--- config.mk ---
export PLATFORM = sky130hd
export DESIGN_NAME = i2s_deci_regs
export DESIGN_NICKNAME = d
export VERILOG_FILES = /design/src/rtl/i2s_deci_pkg.sv /design/src/rtl/i2s_deci_regs.sv /design/src/rtl/reg_read_mux.sv /design/src/rtl/i2s_irq_regs.sv /design/src/rtl/i2s_ctrl_regs.sv /design/src/rtl/deci_fifo_reader.sv /design/src/rtl/wb_slave_ack.sv
export SDC_FILE = /design/constraint.sdc
export NUM_CORES = 1
export LEC_CHECK = 0
export BUFFER_PORTS_ARGS = -buffer_cell sky130_fd_sc_hd__buf_2
export CAP_MARGIN = 20
export CORE_MARGIN = 3
export CORE_UTILIZATION = 43
export CTS_BUF_LIST = sky130_fd_sc_hd__clkbuf_4
export DETAILED_ROUTE_END_ITERATION = 8
export PLACE_DENSITY = 0.88
export SKIP_CTS_REPAIR_TIMING = 1
export SLEW_MARGIN = 40
export SYNTH_ARGS = -nofsm -noshare
export SYNTH_HDL_FRONTEND = slang
export SYNTH_SLANG_ARGS = --single-unit
--- constraint.sdc ---
create_clock -name WBs_CLK_i -period 1.9 [get_ports WBs_CLK_i]
set_input_delay 0.19 -clock WBs_CLK_i [delete_from_list [all_inputs] [get_ports WBs_CLK_i]]
set_output_delay 0.19 -clock WBs_CLK_i [all_outputs]
set_load 0.01 [all_outputs]
--- src/rtl/i2s_deci_pkg.sv ---
package i2s_deci_pkg;

	// ------------------------------------------------------------------
	// bus and datapath widths
	// ------------------------------------------------------------------

	// word address of the register window
	localparam int ADDR_W   = 10;
	localparam int DATA_W   = 32;
	// one decimated sample
	localparam int SAMPLE_W = 16;
	// fifo fill level, also the dma threshold
	localparam int LEVEL_W  = 9;

	typedef logic [LEVEL_W-1:0]  level_t;
	typedef logic [SAMPLE_W-1:0] sample_t;

	// ------------------------------------------------------------------
	// register map
	// ------------------------------------------------------------------

	localparam logic [ADDR_W-1:0] I2S_EN_ADR   = 10'h000;
	// sticky flags, write to clear or set
	localparam logic [ADDR_W-1:0] INTR_STS_ADR = 10'h002;
	localparam logic [ADDR_W-1:0] INTR_EN_ADR  = 10'h003;
	localparam logic [ADDR_W-1:0] FIFO_STS_ADR = 10'h004;
	// read pops two samples
	localparam logic [ADDR_W-1:0] FIFO_DAT_ADR = 10'h005;
	localparam logic [ADDR_W-1:0] FIFO_RST_ADR = 10'h007;
	localparam logic [ADDR_W-1:0] DMA_EN_ADR   = 10'h008;
	// read only status word
	localparam logic [ADDR_W-1:0] DMA_STS_ADR  = 10'h009;
	localparam logic [ADDR_W-1:0] DMA_CNT_ADR  = 10'h00A;
	localparam logic [ADDR_W-1:0] FIR_CTRL_ADR = 10'h00C;

	// ------------------------------------------------------------------
	// interrupt vector layout
	// ------------------------------------------------------------------

	localparam int IRQ_DMA_DONE  = 0;
	localparam int IRQ_DECI_DONE = 1;
	// live level compare, not sticky
	localparam int IRQ_DAT_AVL   = 2;
	localparam int IRQ_I2S_DIS   = 3;
	// bit 4 reserved, reads zero
	localparam int IRQ_I2S_CON   = 5;

	localparam int IRQ_W = 6;

	typedef logic [IRQ_W-1:0] irq_vec_t;

	// dma threshold out of reset, in fifo words
	localparam level_t DMA_CNT_RST = 9'd4;

endpackage
--- src/rtl/i2s_deci_regs.sv ---
`timescale 1ns/1ps

module i2s_deci_regs #(
	parameter i2s_deci_pkg::level_t DMA_CNT_RST = i2s_deci_pkg::DMA_CNT_RST
) (
	input  logic                            WBs_CLK_i,
	input  logic                            WBs_RST_i,
	// slave bus
	input  logic                            wbs_cyc_i,
	input  logic                            wbs_stb_i,
	input  logic                            wbs_we_i,
	input  logic [2:0]                      wbs_byte_stb_i,
	input  logic [i2s_deci_pkg::ADDR_W-1:0] wbs_adr_i,
	input  logic [i2s_deci_pkg::DATA_W-1:0] wbs_dat_i,
	output logic [i2s_deci_pkg::DATA_W-1:0] wbs_dat_o,
	output logic                            wbs_ack_o,
	// decimated data fifo
	input  i2s_deci_pkg::sample_t           fifo_dat_i,
	input  logic                            fifo_full_i,
	input  logic                            fifo_empty_i,
	input  i2s_deci_pkg::level_t            fifo_level_i,
	output logic                            fifo_pop_o,
	output logic                            fifo_flush_o,
	// i2s and fir status
	input  logic                            i2s_dis_i,
	input  logic                            deci_done_i,
	// dma engine
	input  logic                            dma_done_i,
	input  logic                            dma_clr_i,
	input  logic                            dma_busy_i,
	input  logic                            dma_active_i,
	input  logic                            dma_req_i,
	input  i2s_deci_pkg::level_t            dma_cntr_i,
	input  logic [1:0]                      dma_st_i,
	// control and interrupt outputs
	output logic                            i2s_en_o,
	output logic                            fir_ena_o,
	output logic                            dma_start_o,
	output i2s_deci_pkg::level_t            dma_cnt_o,
	output i2s_deci_pkg::irq_vec_t          irq_sts_o,
	output i2s_deci_pkg::irq_vec_t          irq_en_o
);
	import i2s_deci_pkg::*;

	logic              wr_en;
	logic              fifo_rd;
	logic [DATA_W-1:0] fifo_word;
	logic              fir_int_en;
	logic              dma_en;
	logic              dat_avl;

	// bus ack, write strobe and fifo read window
	wb_slave_ack u_ack (
		.WBs_CLK_i, .WBs_RST_i, .wbs_cyc_i, .wbs_stb_i, .wbs_we_i,
		.wbs_byte_stb_i, .wbs_adr_i,
		.ack_o(wbs_ack_o), .wr_en_o(wr_en), .fifo_rd_o(fifo_rd)
	);

	deci_fifo_reader u_fifo_rd (
		.WBs_CLK_i, .WBs_RST_i, .fifo_rd_i(fifo_rd), .fifo_empty_i, .fifo_dat_i,
		.fifo_pop_o, .fifo_word_o(fifo_word)
	);

	i2s_ctrl_regs #(.DMA_CNT_RST(DMA_CNT_RST)) u_ctrl (
		.WBs_CLK_i, .WBs_RST_i, .wr_en_i(wr_en), .wbs_adr_i, .wbs_dat_i,
		.fifo_level_i, .i2s_dis_i, .dma_clr_i,
		.i2s_en_o, .fir_ena_o, .fir_int_en_o(fir_int_en), .fifo_flush_o,
		.dma_en_o(dma_en), .dma_cnt_o, .dma_start_o, .dat_avl_o(dat_avl)
	);

	i2s_irq_regs u_irq (
		.WBs_CLK_i, .WBs_RST_i, .wr_en_i(wr_en), .wbs_adr_i, .wbs_dat_i,
		.dma_done_i, .deci_done_i, .i2s_dis_i, .dat_avl_i(dat_avl),
		.irq_sts_o, .irq_en_o
	);

	reg_read_mux u_rd_mux (
		.wbs_adr_i, .i2s_en_i(i2s_en_o), .fir_ena_i(fir_ena_o),
		.fir_int_en_i(fir_int_en), .fifo_flush_i(fifo_flush_o), .dma_en_i(dma_en),
		.dma_cnt_i(dma_cnt_o), .dma_start_i(dma_start_o), .irq_sts_i(irq_sts_o),
		.irq_en_i(irq_en_o), .fifo_word_i(fifo_word), .fifo_full_i, .fifo_empty_i,
		.fifo_level_i, .dma_busy_i, .dma_active_i, .dma_req_i, .dma_cntr_i,
		.dma_st_i, .wbs_dat_o
	);

endmodule

--- src/rtl/reg_read_mux.sv ---
`timescale 1ns/1ps

module reg_read_mux (
	input  logic [i2s_deci_pkg::ADDR_W-1:0] wbs_adr_i,
	input  logic                            i2s_en_i,
	input  logic                            fir_ena_i,
	input  logic                            fir_int_en_i,
	input  logic                            fifo_flush_i,
	input  logic                            dma_en_i,
	input  i2s_deci_pkg::level_t            dma_cnt_i,
	input  logic                            dma_start_i,
	input  i2s_deci_pkg::irq_vec_t          irq_sts_i,
	input  i2s_deci_pkg::irq_vec_t          irq_en_i,
	input  logic [i2s_deci_pkg::DATA_W-1:0] fifo_word_i,
	input  logic                            fifo_full_i,
	input  logic                            fifo_empty_i,
	input  i2s_deci_pkg::level_t            fifo_level_i,
	input  logic                            dma_busy_i,
	input  logic                            dma_active_i,
	input  logic                            dma_req_i,
	input  i2s_deci_pkg::level_t            dma_cntr_i,
	input  logic [1:0]                      dma_st_i,
	output logic [i2s_deci_pkg::DATA_W-1:0] wbs_dat_o
);
	import i2s_deci_pkg::*;

	logic [DATA_W-1:0] fifo_sts;
	logic [DATA_W-1:0] dma_sts;

	// full at 17, empty at 16, level in the low bits
	assign fifo_sts = {14'h0, fifo_full_i, fifo_empty_i, 7'h0, fifo_level_i};

	// state on top, counter in the middle, strobes at the bottom
	// done bit shares the sticky dma done flag
	assign dma_sts = {dma_st_i, 5'h0, dma_cntr_i, dma_start_i, 11'h0,
		dma_req_i, dma_active_i, irq_sts_i[IRQ_DMA_DONE], dma_busy_i};

	// ------------------------------------------------------------------
	// read data select
	// ------------------------------------------------------------------
	always_comb
	begin
		case (wbs_adr_i)
			I2S_EN_ADR:   wbs_dat_o = DATA_W'(i2s_en_i);
			INTR_STS_ADR: wbs_dat_o = DATA_W'(irq_sts_i);
			INTR_EN_ADR:  wbs_dat_o = DATA_W'(irq_en_i);
			FIFO_STS_ADR: wbs_dat_o = fifo_sts;
			// packed word is valid by the delayed ack
			FIFO_DAT_ADR: wbs_dat_o = fifo_word_i;
			FIFO_RST_ADR: wbs_dat_o = DATA_W'(fifo_flush_i);
			DMA_EN_ADR:   wbs_dat_o = DATA_W'(dma_en_i);
			DMA_STS_ADR:  wbs_dat_o = dma_sts;
			DMA_CNT_ADR:  wbs_dat_o = DATA_W'(dma_cnt_i);
			FIR_CTRL_ADR: wbs_dat_o = DATA_W'({fir_int_en_i, fir_ena_i});
			// holes in the map read zero
			default:      wbs_dat_o = '0;
		endcase
	end

endmodule

--- src/rtl/i2s_irq_regs.sv ---
`timescale 1ns/1ps

module i2s_irq_regs (
	input  logic                            WBs_CLK_i,
	input  logic                            WBs_RST_i,
	input  logic                            wr_en_i,
	input  logic [i2s_deci_pkg::ADDR_W-1:0] wbs_adr_i,
	input  logic [i2s_deci_pkg::DATA_W-1:0] wbs_dat_i,
	input  logic                            dma_done_i,
	input  logic                            deci_done_i,
	input  logic                            i2s_dis_i,
	input  logic                            dat_avl_i,
	output i2s_deci_pkg::irq_vec_t          irq_sts_o,
	output i2s_deci_pkg::irq_vec_t          irq_en_o
);
	import i2s_deci_pkg::*;

	// flags that hold until the host writes them
	localparam irq_vec_t STICKY_MASK = irq_vec_t'((1 << IRQ_DMA_DONE) |
		(1 << IRQ_DECI_DONE) | (1 << IRQ_I2S_DIS) | (1 << IRQ_I2S_CON));
	// every defined position, bit 4 excluded
	localparam irq_vec_t EN_MASK = STICKY_MASK | irq_vec_t'(1 << IRQ_DAT_AVL);

	logic     wr_sts;
	logic     wr_en_reg;
	irq_vec_t irq_evt;
	irq_vec_t irq_flags;

	assign wr_sts    = wr_en_i & (wbs_adr_i == INTR_STS_ADR);
	assign wr_en_reg = wr_en_i & (wbs_adr_i == INTR_EN_ADR);

	// ------------------------------------------------------------------
	// event vector
	// ------------------------------------------------------------------
	always_comb
	begin
		irq_evt                = '0;
		irq_evt[IRQ_DMA_DONE]  = dma_done_i;
		irq_evt[IRQ_DECI_DONE] = deci_done_i;
		irq_evt[IRQ_I2S_DIS]   = i2s_dis_i;
		// connect is simply the absence of disconnect
		irq_evt[IRQ_I2S_CON]   = ~i2s_dis_i;
	end

	// ------------------------------------------------------------------
	// sticky flags and enables
	// ------------------------------------------------------------------
	always_ff @(posedge WBs_CLK_i or posedge WBs_RST_i)
	begin
		if (WBs_RST_i)
		begin
			irq_flags <= '0;
			irq_en_o  <= '0;
		end
		else
		begin
			// event in the same cycle as a clearing write wins
			if (wr_sts)
				irq_flags <= (wbs_dat_i[IRQ_W-1:0] | irq_evt) & STICKY_MASK;
			else
				irq_flags <= (irq_flags | irq_evt) & STICKY_MASK;

			if (wr_en_reg)
				irq_en_o <= wbs_dat_i[IRQ_W-1:0] & EN_MASK;
		end
	end

	// data available is a live copy, writes do not touch it
	always_comb
	begin
		irq_sts_o              = irq_flags;
		irq_sts_o[IRQ_DAT_AVL] = dat_avl_i;
	end

endmodule

--- src/rtl/i2s_ctrl_regs.sv ---
`timescale 1ns/1ps

module i2s_ctrl_regs #(
	parameter i2s_deci_pkg::level_t DMA_CNT_RST = i2s_deci_pkg::DMA_CNT_RST
) (
	input  logic                            WBs_CLK_i,
	input  logic                            WBs_RST_i,
	input  logic                            wr_en_i,
	input  logic [i2s_deci_pkg::ADDR_W-1:0] wbs_adr_i,
	input  logic [i2s_deci_pkg::DATA_W-1:0] wbs_dat_i,
	input  i2s_deci_pkg::level_t            fifo_level_i,
	input  logic                            i2s_dis_i,
	input  logic                            dma_clr_i,
	output logic                            i2s_en_o,
	output logic                            fir_ena_o,
	output logic                            fir_int_en_o,
	output logic                            fifo_flush_o,
	output logic                            dma_en_o,
	output i2s_deci_pkg::level_t            dma_cnt_o,
	output logic                            dma_start_o,
	output logic                            dat_avl_o
);
	import i2s_deci_pkg::*;

	// per register write decodes
	logic wr_i2s_en;
	logic wr_fir_ctrl;
	logic wr_fifo_rst;
	logic wr_dma_en;
	logic wr_dma_cnt;

	// write strobe is already qualified upstream
	assign wr_i2s_en   = wr_en_i & (wbs_adr_i == I2S_EN_ADR);
	assign wr_fir_ctrl = wr_en_i & (wbs_adr_i == FIR_CTRL_ADR);
	assign wr_fifo_rst = wr_en_i & (wbs_adr_i == FIFO_RST_ADR);
	assign wr_dma_en   = wr_en_i & (wbs_adr_i == DMA_EN_ADR);
	assign wr_dma_cnt  = wr_en_i & (wbs_adr_i == DMA_CNT_ADR);

	// ------------------------------------------------------------------
	// control registers
	// ------------------------------------------------------------------
	always_ff @(posedge WBs_CLK_i or posedge WBs_RST_i)
	begin
		if (WBs_RST_i)
		begin
			i2s_en_o     <= 1'b0;
			fir_ena_o    <= 1'b0;
			fir_int_en_o <= 1'b0;
			fifo_flush_o <= 1'b0;
			dma_en_o     <= 1'b0;
			dma_cnt_o    <= DMA_CNT_RST;
		end
		else
		begin
			// host write beats the disconnect clear
			if (wr_i2s_en)
				i2s_en_o <= wbs_dat_i[0];
			else if (i2s_dis_i)
				i2s_en_o <= 1'b0;

			// fir enable in bit 0, its interrupt enable in bit 1
			if (wr_fir_ctrl)
			begin
				fir_ena_o    <= wbs_dat_i[0];
				fir_int_en_o <= wbs_dat_i[1];
			end

			// flush is a one cycle pulse, self clearing
			fifo_flush_o <= wr_fifo_rst & wbs_dat_i[0];

			// dma engine clears its own enable when a transfer ends
			if (wr_dma_en)
				dma_en_o <= wbs_dat_i[0];
			else if (dma_clr_i)
				dma_en_o <= 1'b0;

			if (wr_dma_cnt)
				dma_cnt_o <= wbs_dat_i[LEVEL_W-1:0];
		end
	end

	// ------------------------------------------------------------------
	// dma request
	// ------------------------------------------------------------------

	// enough words queued for one burst
	assign dat_avl_o   = (fifo_level_i >= dma_cnt_o);
	assign dma_start_o = dat_avl_o & dma_en_o;

endmodule

--- src/rtl/deci_fifo_reader.sv ---
`timescale 1ns/1ps

module deci_fifo_reader (
	input  logic                            WBs_CLK_i,
	input  logic                            WBs_RST_i,
	input  logic                            fifo_rd_i,
	input  logic                            fifo_empty_i,
	input  i2s_deci_pkg::sample_t           fifo_dat_i,
	output logic                            fifo_pop_o,
	output logic [i2s_deci_pkg::DATA_W-1:0] fifo_word_o
);
	import i2s_deci_pkg::*;

	// two halves of the packed read word
	sample_t word_up;
	sample_t word_lo;
	logic    pop;

	// ------------------------------------------------------------------
	// pop generation
	// ------------------------------------------------------------------

	// empty fifo holds the reader off
	// bus ack still completes with the old words
	assign pop = fifo_rd_i & ~fifo_empty_i;

	assign fifo_pop_o = pop;

	// ------------------------------------------------------------------
	// packing shift register
	// ------------------------------------------------------------------

	// head word is captured on the same edge that pops it
	always_ff @(posedge WBs_CLK_i or posedge WBs_RST_i)
	begin
		if (WBs_RST_i)
		begin
			word_up <= '0;
			word_lo <= '0;
		end
		else if (pop)
		begin
			// newest sample on top
			word_up <= fifo_dat_i;
			// previous top slides down
			word_lo <= word_up;
		end
	end

	// second popped word high, first low
	assign fifo_word_o = {word_up, word_lo};

endmodule

--- src/rtl/wb_slave_ack.sv ---
`timescale 1ns/1ps

module wb_slave_ack (
	input  logic                            WBs_CLK_i,
	input  logic                            WBs_RST_i,
	input  logic                            wbs_cyc_i,
	input  logic                            wbs_stb_i,
	input  logic                            wbs_we_i,
	input  logic [2:0]                      wbs_byte_stb_i,
	input  logic [i2s_deci_pkg::ADDR_W-1:0] wbs_adr_i,
	output logic                            ack_o,
	output logic                            wr_en_o,
	output logic                            fifo_rd_o
);
	import i2s_deci_pkg::*;

	// request qualifiers
	logic bus_req;
	logic fifo_read;
	logic ack_nxt;
	// immediate and delayed acknowledge stages
	logic ack_imm;
	logic ack_dly;

	assign bus_req   = wbs_cyc_i & wbs_stb_i;
	// fifo data reads need one extra cycle for the second pop
	assign fifo_read = bus_req & ~wbs_we_i & (wbs_adr_i == FIFO_DAT_ADR);

	// new request only once both stages have dropped
	assign ack_nxt = bus_req & ~ack_imm & ~ack_dly;

	// ------------------------------------------------------------------
	// acknowledge pipeline
	// ------------------------------------------------------------------
	always_ff @(posedge WBs_CLK_i or posedge WBs_RST_i)
	begin
		if (WBs_RST_i)
		begin
			ack_imm <= 1'b0;
			ack_dly <= 1'b0;
		end
		else
		begin
			ack_imm <= ack_nxt;
			// delayed stage only follows a fifo data read
			// so a register ack never echoes into the next access
			ack_dly <= ack_imm & fifo_read;
		end
	end

	// stage select per access type
	assign ack_o = fifo_read ? ack_dly : ack_imm;

	// single write strobe for every register block
	// lands on the edge that raises the ack
	assign wr_en_o = ack_nxt & wbs_we_i & wbs_byte_stb_i[0];

	// pop window, closes when the delayed ack rises
	assign fifo_rd_o = fifo_read & ~ack_dly;

endmodule

; After elaboration in Yosys (flattened, before gate mapping)
; Cells that the tools add are included.
; W data, S select, Z words.
[word_totals]
reg_bits = 59
in_bits = 95
output_inout_bits = 59
wordCells = 58
[op_classes]
magnitude_cmp = 1
eq_ne = 9
mux = 7
bitwise_logic = 26
reduce_logical = 3
[op_table]
columns = op, count
row1 = $pmux W32 S10, 1
row2 = $eq A10 B4 Y1 const B, 4
row3 = $eq A10 B3 Y1 const B, 3
row4 = $eq A10 B2 Y1 const B, 2
row5 = $and A1 B1 Y1, 19
row6 = $or A6 B6 Y6, 2
row7 = $logic_not A10 Y1, 1
row8 = $ge A9 B9 Y1, 1
row9 = $mux W6, 1
row10 = $mux W1, 5
row11 = $not A1 Y1, 5
row12 = $reduce_bool A2 Y1, 2

; Longest topological paths before layout
; Gate-level depths: netlist of the first run.
[depth]
ltp_word = 7
depth_mapped = 7

; Cells and area by module
; Synthesis of the first run repeated with hierarchy kept, for this count alone.
[unflattened]
hier_cells = 296
area_unflattened_um2 = 3525.9
[by_module_without_submodules]
columns = mod, n_inst, cells_per_inst, area_per_inst_um2, seq_area_each_um2
row1 = deci_fifo_reader, 1, 70, 1358.8, 800.8
row2 = i2s_ctrl_regs, 1, 74, 839.6, 351.6
row3 = reg_read_mux, 1, 100, 735.7, 0.0
row4 = i2s_irq_regs, 1, 38, 461.7, 225.2
row5 = wb_slave_ack, 1, 14, 130.1, 50.0

; Worst setup path after synthesis of the first run
; No wires, ideal clock.
[synth_path]
kind = input port to flip-flop
from = input wbs_adr_i[5] in the netlist's numbering
to = register u_fifo_rd.word_up[0]
setup_ps = 127
arrival_ps = 1987
required_ps = 1773
setup_slack_ps = -215
stages = 7
path_cell_list = or4_1 > buf_2 > nor4_4 > and3_1 > buf_4 > buf_6 > mux2_1
[synth_via]
elab_chain_cells = 4
[synth_rtl]
columns = item, line_no
row1 = "start, declared", i2s_deci_regs.sv:13  ; input logic [i2s_deci_pkg::ADDR_W-1:0] wbs_adr_i,
row2 = $eq A10 B3 Y1, wb_slave_ack.sv:27  ; assign fifo_read = bus_req & ~wbs_we_i & (wbs_adr_i == FIFO_DAT_ADR);
row3 = $and A1 B1 Y1, wb_slave_ack.sv:27
row4 = $and A1 B1 Y1, wb_slave_ack.sv:59  ; assign fifo_rd_o = fifo_read & ~ack_dly;
row5 = $and A1 B1 Y1, deci_fifo_reader.sv:25  ; assign pop = fifo_rd_i & ~fifo_empty_i;
row6 = via fifo_pop_o, i2s_deci_regs.sv:22  ; output logic fifo_pop_o,
row7 = "end signal, assigned", deci_fifo_reader.sv:44  ; word_up <= fifo_dat_i;
row8 = "end, declared", deci_fifo_reader.sv:15  ; sample_t word_up;
; The timed path passes the listed nets, and every way through them passes these cells.
; A chain may end at the register's enable or synchronous reset.

; Final worst setup path of the first run
[layout_path]
from = register u_ctrl.dma_cnt_o[0]
to = output wbs_dat_o[2] in the netlist's numbering
[layout_via]
elab_chain_cells = 2
[layout_rtl]
columns = item, line_no
row1 = "start, declared", i2s_ctrl_regs.sv:19  ; output i2s_deci_pkg::level_t dma_cnt_o,
row2 = "start signal, assigned", i2s_ctrl_regs.sv:78  ; dma_cnt_o <= wbs_dat_i[LEVEL_W-1:0];
row3 = $ge A9 B9 Y1, i2s_ctrl_regs.sv:87  ; assign dat_avl_o = (fifo_level_i >= dma_cnt_o);
row4 = $pmux W32 S10, reg_read_mux.sv:43  ; case (wbs_adr_i)
row5 = "end, declared", i2s_deci_regs.sv:15  ; output logic [i2s_deci_pkg::DATA_W-1:0] wbs_dat_o,
; No other way between the ends.

==> results of run 1 <==
## sequential cells by signal, summed over array words and instances (netlist names)
register and flops:
u_ctrl.dma_en_o 1, u_fifo_rd.word_lo 16, u_fifo_rd.word_up 16, u_irq.irq_flags 4, u_ctrl.dma_cnt_o 9, u_ctrl.fir_int_en_o 1, u_ctrl.fir_ena_o 1, u_irq.irq_en_o 5
u_ack.ack_dly 1, u_ack.ack_imm 1, u_ctrl.fifo_flush_o 1, u_ctrl.i2s_en_o 1
## logic make-up after synthesis
| group | share of synthesized area [%] |
|---|---|
| DFF | 45.9 |
| buffers and inverters | 5.92 |
| AOI/OAI and AO/OA | 11.6 |
| other | 0.121 |
| and+or+nand+nor | 13.3 |
| muxes | 19.6 |
| adders and majority gates | 3.62 |
## synthesized netlist by cell type (3+ instances only)
master / n / share of area [%]
ha_1: 9 / 3.6
nand2_1: 14 / 1.7
buf_6: 3 / 1.1
nor3_1: 4 / 0.64
a22o_1: 9 / 2.5
o21ai_0: 9 / 1.4
mux2_2: 17 / 6.2
inv_1: 20 / 2.4
a211o_1: 3 / 0.85
dfrtp_1: 56 / 45
mux2_1: 29 / 11
nor2_1: 11 / 1.3
a222oi_1: 6 / 1.9
mux2i_1: 9 / 2.9
nand3b_1: 3 / 0.72
a22oi_1: 5 / 1.2
a21oi_1: 3 / 0.48
clkbuf_1: 8 / 0.97
buf_4: 4 / 0.97
and2_1: 14 / 2.8
and3_1: 5 / 1.0
nand3_1: 4 / 0.64
## power breakdown
group | total, uW | switching [uW] | leakage [uW] | internal, uW
logic | 273 | 131 | 0.00184 | 142
registers | 1220 | 2.08 | 0.000761 | 1220
clock network | 1020 | 493 | 0.0000855 | 522
## final cells by class
class | instances | share of cell area [%]
clock inverters | 6 | 1.71
inverters | 20 | 1.53
flip-flops and latches | 57 | 29.1
repair buffers | 205 | 30.4
multi-input cells | 183 | 33.5
clock buffers | 9 | 1.38
well taps | 96 | 2.45
## metal layers
| metal | vias to the layer above | global-route usage [%] | wire (um) |
|---|---|---|---|
| li1 | 1398 | - | - |
| met1 | 1509 | 26.2 | 4280 |
| met5 | - | 0 | 0 |
| met2 | 152 | 35.5 | 5630 |
| met4 | 0 | 9.42 | 276 |
| met3 | 27 | 4.81 | 668 |
## worst max path at each step
stage                      endpoint  depth (start not counted)
4_1_cts                wbs_dat_o[2]                          8
5_1_grt                wbs_dat_o[2]                          7
6_report               wbs_dat_o[2]                          7
3_3_place_gp           wbs_dat_o[2]                          9
3_5_place_dp           wbs_dat_o[2]                          8
2_1_floorplan  u_fifo_rd.word_lo[0]                          7
## through the flow
| stage | worst slack [ns] | hold slack, ns | cells | total power, uW | util [%] |
|---|---|---|---|---|---|
| floorplan | -0.194 | 0.258 | 278 | 1320 | - |
| global placement | -0.242 | 0.267 | 521 | 1450 | 59.7 |
| detailed placement | -0.243 | 0.267 | 521 | 1460 | 59.7 |
| CTS | -0.705 | -0.190 | 536 | 2450 | 61.9 |
| global route | -0.703 | -0.00795 | 576 | 2600 | 71.1 |
| finish | -0.613 | 0.00306 | 576 | 2510 | 71.1 |
==> results.md, run 1 <==
- Critical Path End Type: primary output
- Register area share after synthesis: 45.9%
- Fin area: 4910 sq um
- Clk_lat worst skew: slightly above 0.4 ns
- Worst hold path depth: 2
- Worst Clk Skew: approximately 0.017 ns
- Synthesized flop and latch total: 57
- Synth Flop Type: dfrtp_1
- Crit path DAT: around 2.3 ns
- Cell family with most CP delay: compound AO/OA/AOI/OAI gates
- Highest-count cells in the layout ignoring fill and taps: buf_2, dfrtp_1, buf_4, mux2_1, buf_6
- Initial drt markers: between 150 and 200
- Netlist Area Pre-Place: about 3100 sq um
- Synth warnings: 0
- CTS buffer count: 9
- Final Hold Viols: 0
- First-pass GRT wire length: 14,000 um
- Fmax: roughly 400 MHz
- Distinct cells, synth: 47
- Row count: 30
- Peak supply drop: ~0.00038 V
- GPL Wtd Cong: around 0.92
- Worst reg2reg path endpoint: u_irq.irq_en_o[5]
- Final worst-path cycle share: 132%
- Failing checks: negative setup slack
- Root buf cell: clkbuf_4
- Vias in the first global route: approximately 2,900
- Hold path start: fifo_dat_i[9]
- Sequential Area: approximately 1400 sq um
- Asr flop ratio synth: 100%
- DRT Pass-1 Iters: 5
- Diodes inserted: 0
- Tot GR Track Use: 21.3%
- Core Area: 6910 sq um
- WP data required: around 1.7 ns
- Reg-to-reg setup timing slack: ~0.06 ns
- I/O Buffers: 126
- Initial core utilization: ~45%
- Via density: 5.36
- Crit-path max cell delay: about 0.40 ns
- Clock Tree Buf Depth: 2
- Commonest non-fill, non-tap cell in the layout: buf_2
- Worst setup SP type: flop
- Pwr dens: between 500 and 600 nW/um^2
- Nets: 580
- Hold path endpoint: u_fifo_rd.word_up[9]
- Total congestion overflow: 0
- Synthesis-to-finish area growth: 57.9%
- Buffers & Inverters on Critical Path: 1
- Clock-pin slew on the worst setup and hold paths: approximately 0.11 ns
- Crit-path cells: ha_1, nand2b_4, a41o_1, a211oi_2, o21ai_2, a221o_1, buf_2
- R2r worst-path depth: 4
- Critical path class: flop to primary output
- Top-Level Pins: roughly 150
- Initial antenna violation count: 0
- Min-Delay Path Class: input port to flop
- Max-cap check violation count: 0
- Multi-input gate area: around 1600 sq um
- Die Span Y: between 90 and 100 um
- CTS sink count: 57
- Slowest stage cell, crit path: dfrtp_1
- Avg WL per Cell: about 19 um
- CTS tree: built
- Chip Width: 91.0 um
- Drt total wl: between 10,000 and 15,000 um
- Avg Inst Size Synth: around 11 sq um
- Fill count: between 500 and 600
- Status: finished with violations
- DRC viols: 0
- Fin. max-slew vios: 0
- Final setup vio count: 35
- Synth Instances: 277
- Die ar.: slightly above 8000 sq um
- Area of placed instances: 4120 sq um
- DP HPWL: 6770 um
- CP max FO: 4
- RSZ-0062 raised after global routing: yes
- Vias: approximately 3,000
- Static Leakage: 0.00269 uW
- Share of cells above drive strength 1: between 50% and 60%
- Post-synth EDFFs: 0
- H-tree Lvls: 3
- Final setup margin: -0.613 ns
- Routed Antenna Nets: 0
- Largest net degree at the start of global routing: a little under 60
- Crit path from: u_ctrl.dma_cnt_o[0]
- Min Tclk post-route: 2.51 ns
- Final setup TNS: -4.61 ns
- FF-to-FF Start: u_ack.ack_imm
No activity file was read; power rests on OpenSTA's default activity.
==> run 2: changes to the inputs <==
--- a/config.mk
+++ b/config.mk
@@ -7,11 +7,13 @@
 export LEC_CHECK = 0
 export BUFFER_PORTS_ARGS = -buffer_cell sky130_fd_sc_hd__buf_2
 export CAP_MARGIN = 20
+export CELL_PAD_IN_SITES_DETAIL_PLACEMENT = 1
+export CELL_PAD_IN_SITES_GLOBAL_PLACEMENT = 2
 export CORE_MARGIN = 3
-export CORE_UTILIZATION = 43
+export CORE_UTILIZATION = 25
 export CTS_BUF_LIST = sky130_fd_sc_hd__clkbuf_4
 export DETAILED_ROUTE_END_ITERATION = 8
-export PLACE_DENSITY = 0.88
+export PLACE_DENSITY = 0.87
 export SKIP_CTS_REPAIR_TIMING = 1
 export SLEW_MARGIN = 40
 export SYNTH_ARGS = -nofsm -noshare
==> run 2 against run 1 <==
  * The run still ends with negative setup slack left
  * Power increased by 0.63%
  * Hold slack improved by 0.017 ns
  * Sequential cell count unchanged
  * Final area increased by 1.9%
  * Sequential power about the same
  * Critical path type unchanged
  * Clock skew decreased by 0.0045 ns
  * Wire length increased by 5.3%
  * Cell count increased by 11%
  * Largest power group unchanged
  * Combinational power increased by 2%
  * Via count decreased by 5.2%
  * Global-route usage decreased by 5.9 points
==> results.md, run 2 (same netlist as run 1, synthesis figures left out) <==
- Status: finished with violations
- Failing checks: negative setup slack
- Largest regs: u_fifo_rd.word_lo: 16 flops, u_fifo_rd.word_up: 16 flops, u_ctrl.dma_cnt_o: 9 flops
- Least-Margin Pin Slew: about 0.54 ns
- CP max FO: 2 (-2)
- Synthesis-to-finish area growth: 61.0%
- Vias in the first global route: 3,072 (+6.3%)
- WP data required: 1.71 ns (about the same)
- Internal power: 1900 uW (+1.2%)
- Highest-count cells in the layout ignoring fill and taps: buf_2, dfrtp_1, buf_4, mux2_1, buf_6
- DRT Pass-1 Iters: 5 (unchanged)
- Clk_lat worst skew: 0.40 ns (about the same)
- Max-cap check violation count: 0 (unchanged)
- Worst setup SP type: flop
- NetSw: 619 uW (-1.2%)
- Clock-pin slew on the worst setup and hold paths: 0.10 ns (about the same)
- Root buf cell: clkbuf_4
- Slowest stage cell, crit path: dfstp_2
- DRC viols: 0 (unchanged)
- Critical path class: flop to primary output
- FF-to-FF Start: u_ack.ack_imm
- Top-Level Pins: 154 (unchanged)
- Min-Delay Path Class: input port to flop
- Final setup vio count: 35 (unchanged)
- Share of cells above drive strength 1: 53.1% (+0.15 points)
- Vias: 2,925 (-5.2%)
- Initial core utilization: 25.8% (-19 points)
- H-tree Lvls: 3 (unchanged)
- Peak supply drop: 0.000239 V (-38%)
- Final worst-path cycle share: 132% (-0.69 points)
- Worst Clk Skew: 0.0122 ns (-0.00445 ns)
- Seq pwr share: 48.3% (-0.3 points)
- I/O Buffers: 126 (unchanged)
- Comb power frac: 11.0% (about the same)
- Row count: 40 (+33%)
- Slew HR: around 64%
- Fin. max-slew vios: 0 (unchanged)
- Min Tclk post-route: 2.50 ns (-0.0132 ns)
- Hold path endpoint: u_fifo_rd.word_up[8]
- Final Hold Viols: 0 (unchanged)
- CP Depth: 7 (unchanged)
- Worst hold path depth: 2 (unchanged)
- DP HPWL: 8250 um (+22%)
- Largest net degree at the start of global routing: 37 (-36%)
- Crit-path cells: inv_2, ha_4, a41o_1, a211oi_2, o21ai_2, a221o_1, buf_2
- Nets: 572 (-1.4%)
- Post-route non-filler standard cell count: 641 (+11%)
- RSZ-0062 raised after global routing: yes
- Avg WL per Cell: 17.8 um (-5.4%)
- R2r worst-path depth: 5 (+1)
- Clk pwr share: 40.7% (+0.2 points)
- Critical Path End Type: primary output
- Crit path DAT: 2.31 ns (about the same)
- Pwr dens: 504 nW/um^2 (-1.3%)
- Routed Antenna Nets: 0 (unchanged)
- Commonest non-fill, non-tap cell in the layout: buf_2
- Total congestion overflow: 0 (unchanged)
- Tot GR Track Use: 15.3% (-5.9 points)
- Chip Width: 118 um (+29%)
- Final setup margin: -0.600 ns (+0.0132 ns)
- Buffers & Inverters on Critical Path: 2 (+1)
- Crit-path max cell delay: 0.56 ns (+0.16 ns)
- Cell family with most CP delay: compound AO/OA/AOI/OAI gates
- CTS sink count: 57 (unchanged)
- Initial antenna violation count: 0 (unchanged)
- Via density: 4.56 (-15%)
- Hold path start: fifo_dat_i[8]
- CTS tree: built
- Static Leakage: 0.00266 uW (-1.0%)
- Fmax: 400 MHz (+0.53%)
- GPL Wtd Cong: 0.849 (-7.3%)
- Placed Cells: 596 (+14%)
- Reg-to-reg setup timing slack: 0.11 ns (+0.05 ns)
- Setup WS pre-CTS: -0.286 ns (-0.0434 ns)
- Worst Hold Slack: 0.0198 ns (+0.0167 ns)
- First-pass GRT wire length: 16,800 um (+20%)
- Initial drt markers: 112 (-40%)
- Drt total wl: 11,400 um (+5.3%)
- CTS buffer count: 9 (unchanged)
- Diodes inserted: 0 (unchanged)
- Core Area: 12,100 sq um (+75%)
- Clock Tree Buf Depth: 2 (unchanged)
- Sw Share: 24.6% (-0.45 points)
- Worst reg2reg path endpoint: u_irq.irq_en_o[5]
- Final setup TNS: -5.04 ns (-0.427 ns)
- Die ar.: 13,800 sq um (+67%)
- Die Span Y: 118 um (+29%)
## run 2: changes by cell type in the layout (fill, tap and decap cells not counted), moves of 2 or more
cell / change
dlygate4sd3_1: -2
buf_8: +2
and3_2: -2
buf_6: +2
and2_4: +2
buf_2: -3
buf_4: -6
and2_1: -2
## run 2: power groups by stage
stage	clock [uW]	combinational, uW	sequential [uW]
final	1030	278	1220
after floorplan	0	83.5	1240
after global routing	1120	308	1220
after detailed placement	0	225	1240
after CTS	1070	226	1220
after global placement	0	219	1240
## run 2: per-stage QoR
step / power [uW] / utilization [%] / area, sq um
finish: 2520 / 41.5 / 5000
global route: 2640 / 41.5 / 5000
CTS: 2510 / 36.4 / 4390
detailed placement: 1470 / 35.1 / 4240
global placement: 1460 / 35.1 / 4240
floorplan: 1320 / - / 3150
## run 2: area by class of cell
| class | count | area, sq um |
|---|---|---|
| flip-flops and latches | 57 | 1430 |
| multi-input cells | 183 | 1690 |
| well taps | 168 | 210 |
| fillers | 1357 | 7060 |
| repair buffers | 197 | 1440 |
| inverters | 20 | 75.1 |
| clock buffers | 10 | 75.1 |
| clock inverters | 6 | 82.6 |
## run 2: worst max-delay path by stage
stage | startpoint | endpoint | slack, ns
after global routing | u_ctrl.dma_cnt_o[2] | wbs_dat_o[15] | -0.72
after floorplan | wbs_adr_i[5] | u_fifo_rd.word_lo[0] | -0.19
after CTS | u_ctrl.dma_cnt_o[2] | wbs_dat_o[2] | -0.67
after detailed placement | wbs_adr_i[5] | u_fifo_rd.word_up[10] | -0.29
final | u_ctrl.dma_cnt_o[2] | wbs_dat_o[2] | -0.60
after global placement | wbs_adr_i[5] | wbs_dat_o[2] | -0.27
## run 2: metal layers
layer	share of wire (%)	vias to the layer above	wire, um	global-route usage [%]
met2	50	95	5700	25.3
met4	0.74	0	85	3.74
li1	-	1390	-	-
met3	5.1	7	579	3.94
met5	0	-	0	0
met1	44	1433	5070	20.2
